===== config.mk =====
export PLATFORM = sky130hd
export DESIGN_NAME = exuTop
export DESIGN_NICKNAME = d
export VERILOG_FILES = /design/src/exuPkg.sv /design/src/exuTop.sv /design/src/exuResult.sv /design/src/exuExecute.sv /design/src/exuDecode.sv
export VERILOG_INCLUDE_DIRS = /design/src
export SDC_FILE = /design/constraint.sdc
export NUM_CORES = 1
export LEC_CHECK = 0
export BUFFER_PORTS_ARGS = -buffer_cell sky130_fd_sc_hd__buf_2
export CAP_MARGIN = 20
export CORE_ASPECT_RATIO = 0.6
export CORE_MARGIN = 2
export CORE_UTILIZATION = 50
export CTS_CLUSTER_DIAMETER = 40
export CTS_CLUSTER_SIZE = 40
export DETAILED_ROUTE_END_ITERATION = 7
export PLACE_DENSITY = 0.7
export SYNTH_ARGS = -nofsm -noshare
export SYNTH_HDL_FRONTEND = slang
export SYNTH_SLANG_ARGS = --single-unit

===== constraint.sdc =====
create_clock -name clk -period 24 [get_ports clk]
set_input_delay 2.4 -clock clk [delete_from_list [all_inputs] [get_ports clk]]
set_output_delay 2.4 -clock clk [all_outputs]
set_load 0.005 [all_outputs]

===== src/exu_consts.svh =====
`ifndef EXU_CONSTS_SVH
`define EXU_CONSTS_SVH

// data path width
`define EXU_XLEN 32

// pc and jump target width
`define EXU_ALEN 32

// rob tag width
`define EXU_NICK_W 4

// rv32 shifts use five bits
`define EXU_SHAMT_W 5

// return address is pc plus one instruction
`define EXU_LINK_STEP 4

`endif

===== src/exuPkg.sv =====
`default_nettype none
`include "exu_consts.svh"

package exuPkg;

    typedef enum logic [4:0] {
        OP_LUI, OP_AUIPC, OP_JAL, OP_JALR,
        OP_BEQ, OP_BNE, OP_BLT, OP_BGE, OP_BLTU, OP_BGEU,
        OP_ADDI, OP_SLTI, OP_SLTIU, OP_XORI, OP_ORI, OP_ANDI,
        OP_SLLI, OP_SRLI, OP_SRAI,
        OP_ADD, OP_SUB, OP_SLL, OP_SLT, OP_SLTU,
        OP_XOR, OP_SRL, OP_SRA, OP_OR, OP_AND
    } aluOp_e;

    typedef enum logic [3:0] {
        FN_ADD, FN_SUB, FN_SLL, FN_SLT, FN_SLTU, FN_XOR,
        FN_SRL, FN_SRA, FN_OR, FN_AND, FN_PASSB
    } aluFn_e;

    typedef enum logic [2:0] {
        BR_NONE, BR_EQ, BR_NE, BR_LT, BR_GE, BR_LTU, BR_GEU, BR_ALWAYS
    } brCond_e;

    typedef enum logic [1:0] {A_RS1, A_PC, A_ZERO} opASel_e;

    typedef enum logic [1:0] {B_RS2, B_IMM, B_LINK} opBSel_e;

    typedef struct packed {
        logic                   en;
        logic [`EXU_ALEN-1:0]   pc;
        aluOp_e                 op;
        logic [`EXU_XLEN-1:0]   imm;
        logic [`EXU_NICK_W-1:0] nick;
        logic [`EXU_XLEN-1:0]   rs1;
        logic [`EXU_XLEN-1:0]   rs2;
    } rsIssue_t;

    typedef struct packed {
        logic                   valid;
        logic [`EXU_NICK_W-1:0] nick;
        logic [`EXU_XLEN-1:0]   opA;
        logic [`EXU_XLEN-1:0]   opB;
        aluFn_e                 fn;
        brCond_e                cond;
        logic [`EXU_XLEN-1:0]   rs1; // compare operands
        logic [`EXU_XLEN-1:0]   rs2;
        logic [`EXU_ALEN-1:0]   targetBase;
        logic [`EXU_XLEN-1:0]   imm;
        logic                   writesRd;
    } decoded_t;

    typedef struct packed {
        logic                   valid;
        logic [`EXU_NICK_W-1:0] nick;
        logic [`EXU_XLEN-1:0]   data;
        logic                   writesRd;
        logic                   jump;
        logic [`EXU_ALEN-1:0]   jumpPc;
    } executed_t;

    typedef struct packed {
        logic                   en;
        logic [`EXU_NICK_W-1:0] nick;
        logic [`EXU_XLEN-1:0]   data;
    } cdbResult_t;

    typedef struct packed {
        logic                   en;
        logic [`EXU_NICK_W-1:0] nick;
        logic [`EXU_XLEN-1:0]   data;
        logic                   jump;
        logic [`EXU_ALEN-1:0]   jumpPc;
    } robResult_t;

endpackage

`default_nettype wire


===== src/exuTop.sv =====
`default_nettype none

module exuTop import exuPkg::*; (
    input  logic       clk,
    input  logic       rst,
    input  logic       rdy,
    input  rsIssue_t   issue,
    output cdbResult_t rsOut,
    output cdbResult_t slbOut,
    output robResult_t robOut
);

    decoded_t  dec;
    executed_t ex;

    exuDecode decode_i (
        .clk   (clk),
        .rst   (rst),
        .rdy   (rdy),
        .issue (issue),
        .dec   (dec)
    );

    exuExecute execute_i (
        .clk (clk),
        .rst (rst),
        .rdy (rdy),
        .dec (dec),
        .ex  (ex)
    );

    // three-stage latency ends here
    exuResult result_i (
        .clk    (clk),
        .rst    (rst),
        .rdy    (rdy),
        .ex     (ex),
        .rsOut  (rsOut),
        .slbOut (slbOut),
        .robOut (robOut)
    );

endmodule

`default_nettype wire


===== src/exuResult.sv =====
`default_nettype none

module exuResult import exuPkg::*; (
    input  logic       clk,
    input  logic       rst,
    input  logic       rdy,
    input  executed_t  ex,
    output cdbResult_t rsOut,
    output cdbResult_t slbOut,
    output robResult_t robOut
);

    logic broadcast;
    logic [$bits(ex.data)-1:0] data;

    assign broadcast = ex.valid && ex.writesRd; // wakeup only when rd is written
    assign data      = ex.writesRd ? ex.data : '0;

    always_ff @(posedge clk) begin
        if (rst) begin
            rsOut  <= '0;
            slbOut <= '0;
            robOut <= '0;
        end else if (rdy) begin
            rsOut.en    <= broadcast;
            rsOut.nick  <= ex.nick;
            rsOut.data  <= data;

            slbOut.en   <= broadcast;
            slbOut.nick <= ex.nick;
            slbOut.data <= data;

            // rob sees every instruction, branches included
            robOut.en     <= ex.valid;
            robOut.nick   <= ex.nick;
            robOut.data   <= data;
            robOut.jump   <= ex.jump;
            robOut.jumpPc <= ex.jumpPc;
        end
    end

endmodule

`default_nettype wire


===== src/exuExecute.sv =====
`default_nettype none
`include "exu_consts.svh"

module exuExecute import exuPkg::*; (
    input  logic      clk,
    input  logic      rst,
    input  logic      rdy,
    input  decoded_t  dec,
    output executed_t ex
);

    logic [`EXU_SHAMT_W-1:0] shamt;
    logic [`EXU_XLEN-1:0]    aluOut;
    logic                    taken;
    logic                    isJalr;
    logic [`EXU_ALEN-1:0]    target;

    assign shamt = dec.opB[`EXU_SHAMT_W-1:0]; // upper bits ignored

    always_comb begin
        case (dec.fn)
            FN_ADD:   aluOut = dec.opA + dec.opB;
            FN_SUB:   aluOut = dec.opA - dec.opB;
            FN_SLL:   aluOut = dec.opA << shamt;
            FN_SLT:   aluOut = `EXU_XLEN'($signed(dec.opA) < $signed(dec.opB));
            FN_SLTU:  aluOut = `EXU_XLEN'(dec.opA < dec.opB);
            FN_XOR:   aluOut = dec.opA ^ dec.opB;
            FN_SRL:   aluOut = dec.opA >> shamt;
            FN_SRA:   aluOut = $signed(dec.opA) >>> shamt;
            FN_OR:    aluOut = dec.opA | dec.opB;
            FN_AND:   aluOut = dec.opA & dec.opB;
            FN_PASSB: aluOut = dec.opB;
            default:  aluOut = '0;
        endcase
    end

    always_comb begin
        case (dec.cond)
            BR_EQ:     taken = dec.rs1 == dec.rs2;
            BR_NE:     taken = dec.rs1 != dec.rs2;
            BR_LT:     taken = $signed(dec.rs1) < $signed(dec.rs2);
            BR_GE:     taken = $signed(dec.rs1) >= $signed(dec.rs2);
            BR_LTU:    taken = dec.rs1 < dec.rs2;
            BR_GEU:    taken = dec.rs1 >= dec.rs2;
            BR_ALWAYS: taken = 1'b1;
            default:   taken = 1'b0;
        endcase
    end

    // unconditional jump based on rs1 is JALR
    assign isJalr = (dec.cond == BR_ALWAYS) && (dec.targetBase == `EXU_ALEN'(dec.rs1));

    always_comb begin
        target = dec.targetBase + `EXU_ALEN'(dec.imm);
        if (isJalr) begin
            target[0] = 1'b0;
        end
    end

    always_ff @(posedge clk) begin
        if (rst) begin
            ex.valid <= 1'b0;
        end else if (rdy) begin
            ex.valid    <= dec.valid;
            ex.nick     <= dec.nick;
            ex.data     <= aluOut;
            ex.writesRd <= dec.writesRd;
            ex.jump     <= taken;
            ex.jumpPc   <= taken ? target : '0; // no stale target on fall-through
        end
    end

endmodule

`default_nettype wire


===== src/exuDecode.sv =====
`default_nettype none
`include "exu_consts.svh"

module exuDecode import exuPkg::*; (
    input  logic     clk,
    input  logic     rst,
    input  logic     rdy,
    input  rsIssue_t issue,
    output decoded_t dec
);

    opASel_e              aSel;
    opBSel_e              bSel;
    aluFn_e               fn;
    brCond_e              cond;
    logic                 writesRd;
    logic [`EXU_XLEN-1:0] opA;
    logic [`EXU_XLEN-1:0] opB;

    always_comb begin
        aSel = A_RS1;
        fn   = FN_ADD;
        cond = BR_NONE;
        bSel = (issue.op inside {OP_ADD, OP_SUB, OP_SLL, OP_SLT, OP_SLTU,
                                 OP_XOR, OP_SRL, OP_SRA, OP_OR, OP_AND}) ? B_RS2 : B_IMM;
        case (issue.op)
            OP_LUI: begin
                aSel = A_ZERO;
                fn   = FN_PASSB; // imm already shifted up
            end
            OP_AUIPC: aSel = A_PC;
            OP_JAL, OP_JALR: begin
                aSel = A_PC; // link value pc + 4
                bSel = B_LINK;
                cond = BR_ALWAYS;
            end
            OP_BEQ:  cond = BR_EQ;
            OP_BNE:  cond = BR_NE;
            OP_BLT:  cond = BR_LT;
            OP_BGE:  cond = BR_GE;
            OP_BLTU: cond = BR_LTU;
            OP_BGEU: cond = BR_GEU;
            OP_SUB:            fn = FN_SUB;
            OP_SLL, OP_SLLI:   fn = FN_SLL;
            OP_SLT, OP_SLTI:   fn = FN_SLT;
            OP_SLTU, OP_SLTIU: fn = FN_SLTU;
            OP_XOR, OP_XORI:   fn = FN_XOR;
            OP_SRL, OP_SRLI:   fn = FN_SRL;
            OP_SRA, OP_SRAI:   fn = FN_SRA;
            OP_OR, OP_ORI:     fn = FN_OR;
            OP_AND, OP_ANDI:   fn = FN_AND;
            default:           fn = FN_ADD;
        endcase
        writesRd = cond inside {BR_NONE, BR_ALWAYS}; // branches write nothing
    end

    always_comb begin
        case (aSel)
            A_PC:    opA = `EXU_XLEN'(issue.pc);
            A_ZERO:  opA = '0;
            default: opA = issue.rs1;
        endcase
        case (bSel)
            B_RS2:   opB = issue.rs2;
            B_LINK:  opB = `EXU_XLEN'(`EXU_LINK_STEP);
            default: opB = issue.imm;
        endcase
    end

    always_ff @(posedge clk) begin
        if (rst) begin
            dec.valid <= 1'b0;
        end else if (rdy) begin
            dec.valid    <= issue.en;
            dec.nick     <= issue.nick;
            dec.opA      <= opA;
            dec.opB      <= opB;
            dec.fn       <= fn;
            dec.cond     <= cond;
            dec.rs2      <= issue.rs2;
            dec.imm      <= issue.imm;
            dec.writesRd <= writesRd;
            dec.targetBase <= (issue.op == OP_JALR) ? `EXU_ALEN'(issue.rs1) : issue.pc;
            // JAL has no compare, so rs1 is set apart from the pc base
            dec.rs1 <= (issue.op == OP_JAL) ? `EXU_XLEN'(~issue.pc) : issue.rs1;
        end
    end

endmodule

`default_nettype wire


==> results.md, run 1 <==
- TNS Setup: 0 ns
- Core outline area: 49400 sq um
- Final clock skew: 0.0292 ns
- Register area share after synthesis: 38.6%
- Type of the most critical hold path: reg -> reg
- Peak clock frequency supported by timing: 188 MHz
- Reg2Reg Capture Point: execute_i.ex[63]
- Boundary pin count: 285
- Setup repair after global routing missed its margin: no
- Worst setup path startpoint: rdy
- VDD IR-drop max: 53.0 uV
- Drt drc: 0
- Routed wire length per instance: 27.3 microns
- Endpoint kind of the worst setup timing path: flip-flop
- Number of search-and-repair iterations in the first detailed-routing pass: 6
- Global placer's final weighted congestion: 1.07
- Tightest slew margin relative to the limit: 19.1%
- Top library cells by usage in the layout, fill and taps aside: 288 x sky130_fd_sc_hd__nor2_1, 283 x sky130_fd_sc_hd__buf_2, 274 x sky130_fd_sc_hd__edfxtp_1
- FILL cells: 4355
- # resized after CTS: 0
- Average instance area after synthesis: 9.68 sq um
- Leakage: 11.6 nW
- Pin count of the biggest net entering global routing: 88
- Reg-to-reg setup timing slack: 19.17 ns
- Number of buffers inserted during clock tree synthesis: 36
- Max H-tree Level: 2
- Transition time at the pin with the least slew margin: 1.20 ns
- Clock tree buffer depth: 3
- Logic depth of the worst register-to-register path: 11
- Worst-path fanout max: 86
- Combined flip-flop and latch cell area: 9690 sq um
- Asr flop ratio synth: 0%
- Cell family with most CP delay: buffers and inverters
- Number of vias in the routed layout: 22600
- Hold Path Origin: decode_i.dec[202]
- Seq cells post-synth: 347
- Reg2Reg Launch Point: decode_i.dec[140]
- Initial cell density of the core: 50.7%
- Area after detailed placement: 26400 sq um
- Number of distinct library cells after synthesis: 95
- Area growth from synthesis to layout: 10.5%
- Critical path's largest stage delay: 0.96 ns
- Number of global-route vias before repair: 20100
- Area of all placed cells without fillers: 27700 sq um
- Total standard cell area after synthesis: 25100 sq um
- Required time at the endpoint of the critical path: 24.17 ns
- Layout cell share with drive strength beyond 1: 18.9%
- Number of instances on the worst hold path: 0
- DIE AREA: 52000 sq um
- Worst setup SP type: input port
- Global route overflow: 0
- Worst-case hold path end point: execute_i.ex[68]
- TritonCTS clock tree: yes
- Status: finished, final reports clean
- Initial antenna violation count: 2
- Number of post-CTS setup repair buffers: 0
- Slowest cell on the critical path: sky130_fd_sc_hd__buf_4
- Cell at the root of the clock tree: sky130_fd_sc_hd__clkbuf_16
- Post-layout min period: 5.33 ns
- Yosys warnings: 0
- Count of final setup violators: 0
- CP dominant cell by count: sky130_fd_sc_hd__buf_4
- Ordered cell list for the critical path: buf_4, nor2b_4, buf_4, buf_4
- Wire length of the first global-routing pass: 134000 microns
- Power per cell area: 66.7 nW/um^2
- Dominant synthesized flop cell: sky130_fd_sc_hd__edfxtp_1
- Hold bufs inserted after CTS: 0
- Area of the multi-input gates: 13600 sq um
- Floorplan die height: 177 microns
- Clock Latency Late Sink: 0.57 ns
- Count of antenna-violating nets left after detailed routing: 0
- Total Routed Length: 92600 microns
- EDFF count, synth: 274
- Arrival time at the worst endpoint: 5.50 ns
- Final Net Count: 3021
- Critical path type: in -> reg
- Post-Syn Instances: 2590
- Clock-pin transition on the worst setup and hold timing paths: 0.07 ns
- Final worst path period share: 22.2%
- I/O Buffers: 284
- Most common cell after layout, fill and taps aside: sky130_fd_sc_hd__nor2_1
- Via density per instance: 6.65
- Number of nets in the synthesized netlist: 2895
- Clock sink count: 347
- Die extent in x: 293 microns
- Max cap viols: 0
- Drt initial violations: 3573
- Detailed placement HPWL: 69900 microns
- Max-slew violations: 0
- Global-route total usage across every layer: 34.8%
- Final hold vios: 0
- Worst path buffer plus inverter count: 3
- Number of cell rows: 63
## routing by layer
layer	GRT usage, %	part of all wire (%)
met5	0	0
met4	8.35	2.5
met3	9.96	14
met2	47.5	39
met1	53.3	44
## cells by family after synthesis
kind of cell,after synthesis,synth area share [%]
AOI/OAI and AO/OA,733,20.2
and+or+nand+nor,713,13.0
buffers and inverters,385,7.25
DFF,347,38.6
muxes,184,10.5
adders and majority gates,164,8.27
xor gates and xnor gates,64,2.24
## registers in the layout (all words and copies together) (netlist names)
name and flops:
result_i.rsOut 37, decode_i.dec 205, result_i.robOut 34, execute_i.ex 71
## worst reg2reg max path, delay by kind of cell (launching register included)
| kind | cells | cell delay (ns) |
|---|---|---|
| buffers and inverters | 2 | 0.94 |
| DFF | 1 | 0.32 |
| and+or+nand+nor | 2 | 0.34 |
| AOI/OAI and AO/OA | 6 | 2.38 |
| adders and majority gates | 1 | 0.63 |
## metrics by stage
step	setup WS, ns	power, W	util [%]	cells	hold slack, ns
2_1_floorplan	7.89	0.00107	-	2590	0.400
3_5_place_dp	18.12	0.00124	53.4	3326	0.405
3_3_place_gp	18.26	0.00123	53.4	3326	0.404
4_1_cts	18.70	0.00183	55.9	3392	0.421
6_report	18.67	0.00185	56.0	3396	0.421
5_1_grt	18.45	0.00192	56.0	3395	0.426
## area by class of cell
type	instances	area share [%]
Sequential cell	347	35.0
Inverter	151	2.05
Clock buffer	39	3.37
Multi-Input combinational cell	1858	49.1
Timing Repair Buffer	322	6.32
Clock inverter	27	1.21
Antenna cell	2	0.0181
Tap cell	650	2.94
## worst max-delay path by stage
stage / to / slack (ns) / cells past startpoint
CTS: decode_i.dec[165] / 18.70 / 4
global placement: decode_i.dec[25] / 18.26 / 4
detailed placement: decode_i.dec[25] / 18.12 / 4
finish: decode_i.dec[193] / 18.67 / 4
global route: decode_i.dec[165] / 18.45 / 4
floorplan: decode_i.dec[0] / 7.89 / 3
## Yosys cell counts, drive strengths merged (25+ instances only)
library cell / number / share of area (%)
nor2: 290 / 4.3
edfxtp: 274 / 33
a21oi: 183 / 3.7
nand2: 163 / 2.4
ha: 161 / 8.0
inv: 150 / 2.2
o21ai: 140 / 2.8
clkbuf: 120 / 1.8
buf: 114 / 3.2
mux2i: 84 / 3.4
dfxtp: 73 / 5.8
a22o: 63 / 2.2
nor2b: 59 / 1.5
mux4: 56 / 5.1
nor3: 50 / 1.0
nand3: 47 / 0.94
mux2: 44 / 2.0
xnor2: 39 / 1.4
a21o: 35 / 1.1
a221oi: 33 / 1.2
a211oi: 32 / 0.96
o211ai: 31 / 0.95
nand4: 29 / 0.72
xor2: 25 / 0.87
## report_power, final
group	switching, W	internal, W
registers	0.0000413	0.000701
logic	0.000327	0.000182
clock network	0.000269	0.000328
total	0.000637	0.00121
No activity file was read; power rests on OpenSTA's default activity.
==> run 2, diff against run 1 <==
==> constraint.sdc (replaced) <==
create_clock -name clk -period 5.2 [get_ports clk]
set_input_delay 0.52 -clock clk [delete_from_list [all_inputs] [get_ports clk]]
set_output_delay 0.52 -clock clk [all_outputs]
set_load 0.005 [all_outputs]
==> run 2 against run 1 <==
  * Clock power grew to 4.9 times the previous value
  * Final area is 1.3% higher
  * Utilization is 0.72 points higher
  * First-iteration DRC count is 9.2% lower
  * Sequential cell count stayed put
  * Setup slack worse by 18 ns
  * Clock skew is 0.0020 ns higher
  * Non-clock buffer count is 37 higher
  * Die area stayed put
  * Worst hold slack worse by 0.30 ns
  * Wire length is 5.8% higher
  * Largest cell class unchanged
==> results.md, run 2 (same netlist as run 1, synthesis figures left out) <==
- Logic depth of the worst register-to-register path: 12 (was 11)
- Cell count after placement: 3365 (was 3326)
- Global route hottest layer: met1 (unchanged)
- Clock tree buffer depth: 3 (unchanged)
- Reg2Reg Launch Point: decode_i.dec[136] (was decode_i.dec[140])
- Max cap viols: 0 (unchanged)
- Portion of total power attributed to the clock network: 33.4% (was 32.3%)
- Cell at the root of the clock tree: sky130_fd_sc_hd__clkbuf_16 (unchanged)
- Worst path buffer plus inverter count: 1 (was 3)
- Initial cell density of the core: 50.7% (unchanged)
- Post-Route Utilization: 56.8% (was 56.0%)
- Number of vias in the routed layout: 22700 (was 22600)
- Ordered cell list for the critical path: ha_1, inv_1, fa_1, nor2b_1, o21a_1, o21ai_1, a21oi_1, o211ai_2, o31ai_1, a211oi_1, or3_1, o211ai_1 (was buf_4, nor2b_4, buf_4, buf_4)
- Leakage: 11.8 nW (was 11.6 nW)
- Met3 global-route usage: 13.2% (was 9.96%)
- Layout Cells excl Fill: 3441 (was 3396)
- Met2 usage in global routing: 50.1% (was 47.5%)
- Final worst path period share: 80.1%
- Global placer's final weighted congestion: 1.08 (was 1.07)
- Met1 usage: 56.4% (was 53.3%)
- Reg2Reg Capture Point: execute_i.ex[64] (was execute_i.ex[63])
- TNS Setup: 0 ns (unchanged)
- Worst-case hold path end point: decode_i.dec[202] (was execute_i.ex[68])
- Final hold vios: 0 (unchanged)
- Worst-path fanout max: 4 (was 86)
- Cell family with most CP delay: compound AO/OA/AOI/OAI gates (was buffers and inverters)
- Required time at the endpoint of the critical path: 5.59 ns (was 24.17 ns)
- Setup repair after global routing missed its margin: no (unchanged)
- Switching portion of total power: 34.4% (was 34.5%)
- TritonCTS clock tree: yes (unchanged)
- # resized after CTS: 0 (unchanged)
- Flip-flop count of the largest register, all copies and words added: 205 (unchanged)
- Hold bufs inserted after CTS: 0 (unchanged)
- Arrival time at the worst endpoint: 4.56 ns (was 5.50 ns)
- Max H-tree Level: 2 (unchanged)
- Floorplan die height: 177 microns (unchanged)
- Switching power summed over all nets: 0.00301 W (was 0.000637 W)
- Core outline area: 49400 sq um (unchanged)
- Reg-to-reg setup timing slack: 1.03 ns (was 19.17 ns)
- Internal: 0.00574 W (was 0.00121 W)
- Total Routed Length: 97900 microns (was 92600 microns)
- Initial antenna violation count: 4 (was 2)
- Top Registers: decode_i.dec x205, execute_i.ex x71, result_i.rsOut x37 (unchanged)
- DIE AREA: 52000 sq um (unchanged)
- Pin count of the biggest net entering global routing: 105 (was 88)
- Global route overflow: 0 (unchanged)
- Critical path type: reg -> reg (was in -> reg)
- Final Net Count: 3063 (was 3021)
- Number of search-and-repair iterations in the first detailed-routing pass: 6 (unchanged)
- Number of instances on the worst hold path: 1 (was 0)
- Global-route total usage across every layer: 37.1% (was 34.8%)
- Detailed placement HPWL: 75700 microns (was 69900 microns)
- Portion of total power attributed to sequential cells: 39.1% (was 40.2%)
- Clock sink count: 347 (unchanged)
- Drt drc: 0 (unchanged)
- VDD IR-drop max: 323 uV (was 53.0 uV)
- Max-slew violations: 0 (unchanged)
- Wire length of the first global-routing pass: 142000 microns (was 134000 microns)
- Die extent in x: 293 microns (unchanged)
- Worst setup SP type: flip-flop (was input port)
- Drt initial violations: 3243 (was 3573)
- Routed wire length per instance: 28.4 microns (was 27.3 microns)
- Final clock skew: 0.0312 ns (was 0.0292 ns)
- Area growth from synthesis to layout: 11.9% (was 10.5%)
- Number of buffers inserted during clock tree synthesis: 41 (was 36)
- Count of final setup violators: 0 (unchanged)
- Clock Latency Late Sink: 0.58 ns (was 0.57 ns)
- Tightest slew margin relative to the limit: 20.3% (was 19.1%)
- Hold Path Origin: issue[66] (was decode_i.dec[202])
- Top library cells by usage in the layout, fill and taps aside: 287 x sky130_fd_sc_hd__nor2_1, 283 x sky130_fd_sc_hd__buf_2, 274 x sky130_fd_sc_hd__edfxtp_1 (was 288 x sky130_fd_sc_hd__nor2_1, 283 x sky130_fd_sc_hd__buf_2, 274 x sky130_fd_sc_hd__edfxtp_1)
- Largest register by flop count: decode_i.dec (unchanged)
- Clock-pin transition on the worst setup and hold timing paths: 0.07 ns (about the same)
- Stages on worst setup path: 12 (was 4)
- Area of all placed cells without fillers: 28100 sq um (was 27700 sq um)
- Slowest cell on the critical path: sky130_fd_sc_hd__a21oi_1 (was sky130_fd_sc_hd__buf_4)
- Type of the most critical hold path: in -> reg (was reg -> reg)
- Combinational fraction of design power: 27.5% (about the same)
- Number of global-route vias before repair: 20800 (was 20100)
- Layout cell share with drive strength beyond 1: 20.1% (was 18.9%)
- Number of post-CTS setup repair buffers: 0 (unchanged)
- Post-layout min period: 4.17 ns
- Area after detailed placement: 26700 sq um (was 26400 sq um)
- Critical path's largest stage delay: 0.64 ns (was 0.96 ns)
- Boundary pin count: 285 (unchanged)
- Count of antenna-violating nets left after detailed routing: 0 (unchanged)
- Power after layout: 0.00875 W (was 0.00185 W)
- Most common cell after layout, fill and taps aside: sky130_fd_sc_hd__nor2_1 (unchanged)
- I/O Buffers: 284 (unchanged)
- Peak clock frequency supported by timing: 240 MHz
- Power per cell area: 312 nW/um^2 (was 66.7 nW/um^2)
- Transition time at the pin with the least slew margin: 1.18 ns (was 1.20 ns)
- Status: finished, final reports clean (unchanged)
- Endpoint kind of the worst setup timing path: flip-flop (unchanged)
- Via density per instance: 6.61 (was 6.65)
- Number of cell rows: 63 (unchanged)
run 2: cell count changes in the layout (fill, tap and decap cells not counted), moves of 2 or more:
cell and change:
sky130_fd_sc_hd__clkbuf_16 +5, sky130_fd_sc_hd__clkinv_1 +2, sky130_fd_sc_hd__buf_16 -2, sky130_fd_sc_hd__clkbuf_8 +2
sky130_fd_sc_hd__buf_4 +36, sky130_fd_sc_hd__clkinv_4 +2, sky130_fd_sc_hd__buf_12 +3, sky130_fd_sc_hd__clkinv_8 -2
sky130_fd_sc_hd__inv_4 +3
run 2: worst reg2reg max path: cells and delay by family, from the launching register on:
kind,cells,cell delay [ns]
compound gates,7,2.14
fa+ha+maj,2,0.81
buf+inv,1,0.09
flops,1,0.49
simple gates,2,0.49
run 2: cell type report:
class / instances / area (sq um)
Sequential cell: 347 / 9690
Antenna cell: 1 / 2.50
Fill cell: 4331 / 21400
Tap cell: 650 / 813
Multi-Input combinational cell: 1858 / 13600
Clock inverter: 30 / 273
Timing Repair Buffer: 359 / 2020
Inverter: 151 / 567
Clock buffer: 45 / 1080
run 2: stage by stage:
step	setup WS [ns]	hold slack, ns
2_1_floorplan	-0.139	0.400
3_3_place_gp	1.31	0.404
3_5_place_dp	1.29	0.405
4_1_cts	1.25	0.107
5_1_grt	0.996	0.115
6_report	1.03	0.121
run 2: metal layers:
metal	vias to the layer above	part of all wire, %
met2	1468	39
li1	9952	-
met1	11200	45
met5	-	0.034
met4	4	2.1
met3	151	14
run 2: worst max path at each step:
stage / startpoint / to / slack [ns]
4_1_cts: decode_i.dec[136] / execute_i.ex[64] / 1.25
3_5_place_dp: decode_i.dec[136] / execute_i.ex[64] / 1.29
6_report: decode_i.dec[136] / execute_i.ex[64] / 1.03
2_1_floorplan: rdy / decode_i.dec[0] / -0.14
5_1_grt: decode_i.dec[138] / execute_i.ex[64] / 1.0
3_3_place_gp: decode_i.dec[136] / execute_i.ex[64] / 1.31
run 2: power groups by stage:
stage	logic (W)	registers, W	clock network (W)
finish	0.00241	0.00342	0.00292
global route	0.00256	0.00343	0.00307
CTS	0.00231	0.00341	0.00295
detailed placement	0.00229	0.00347	0
global placement	0.00228	0.00346	0
floorplan	0.00153	0.00340	0
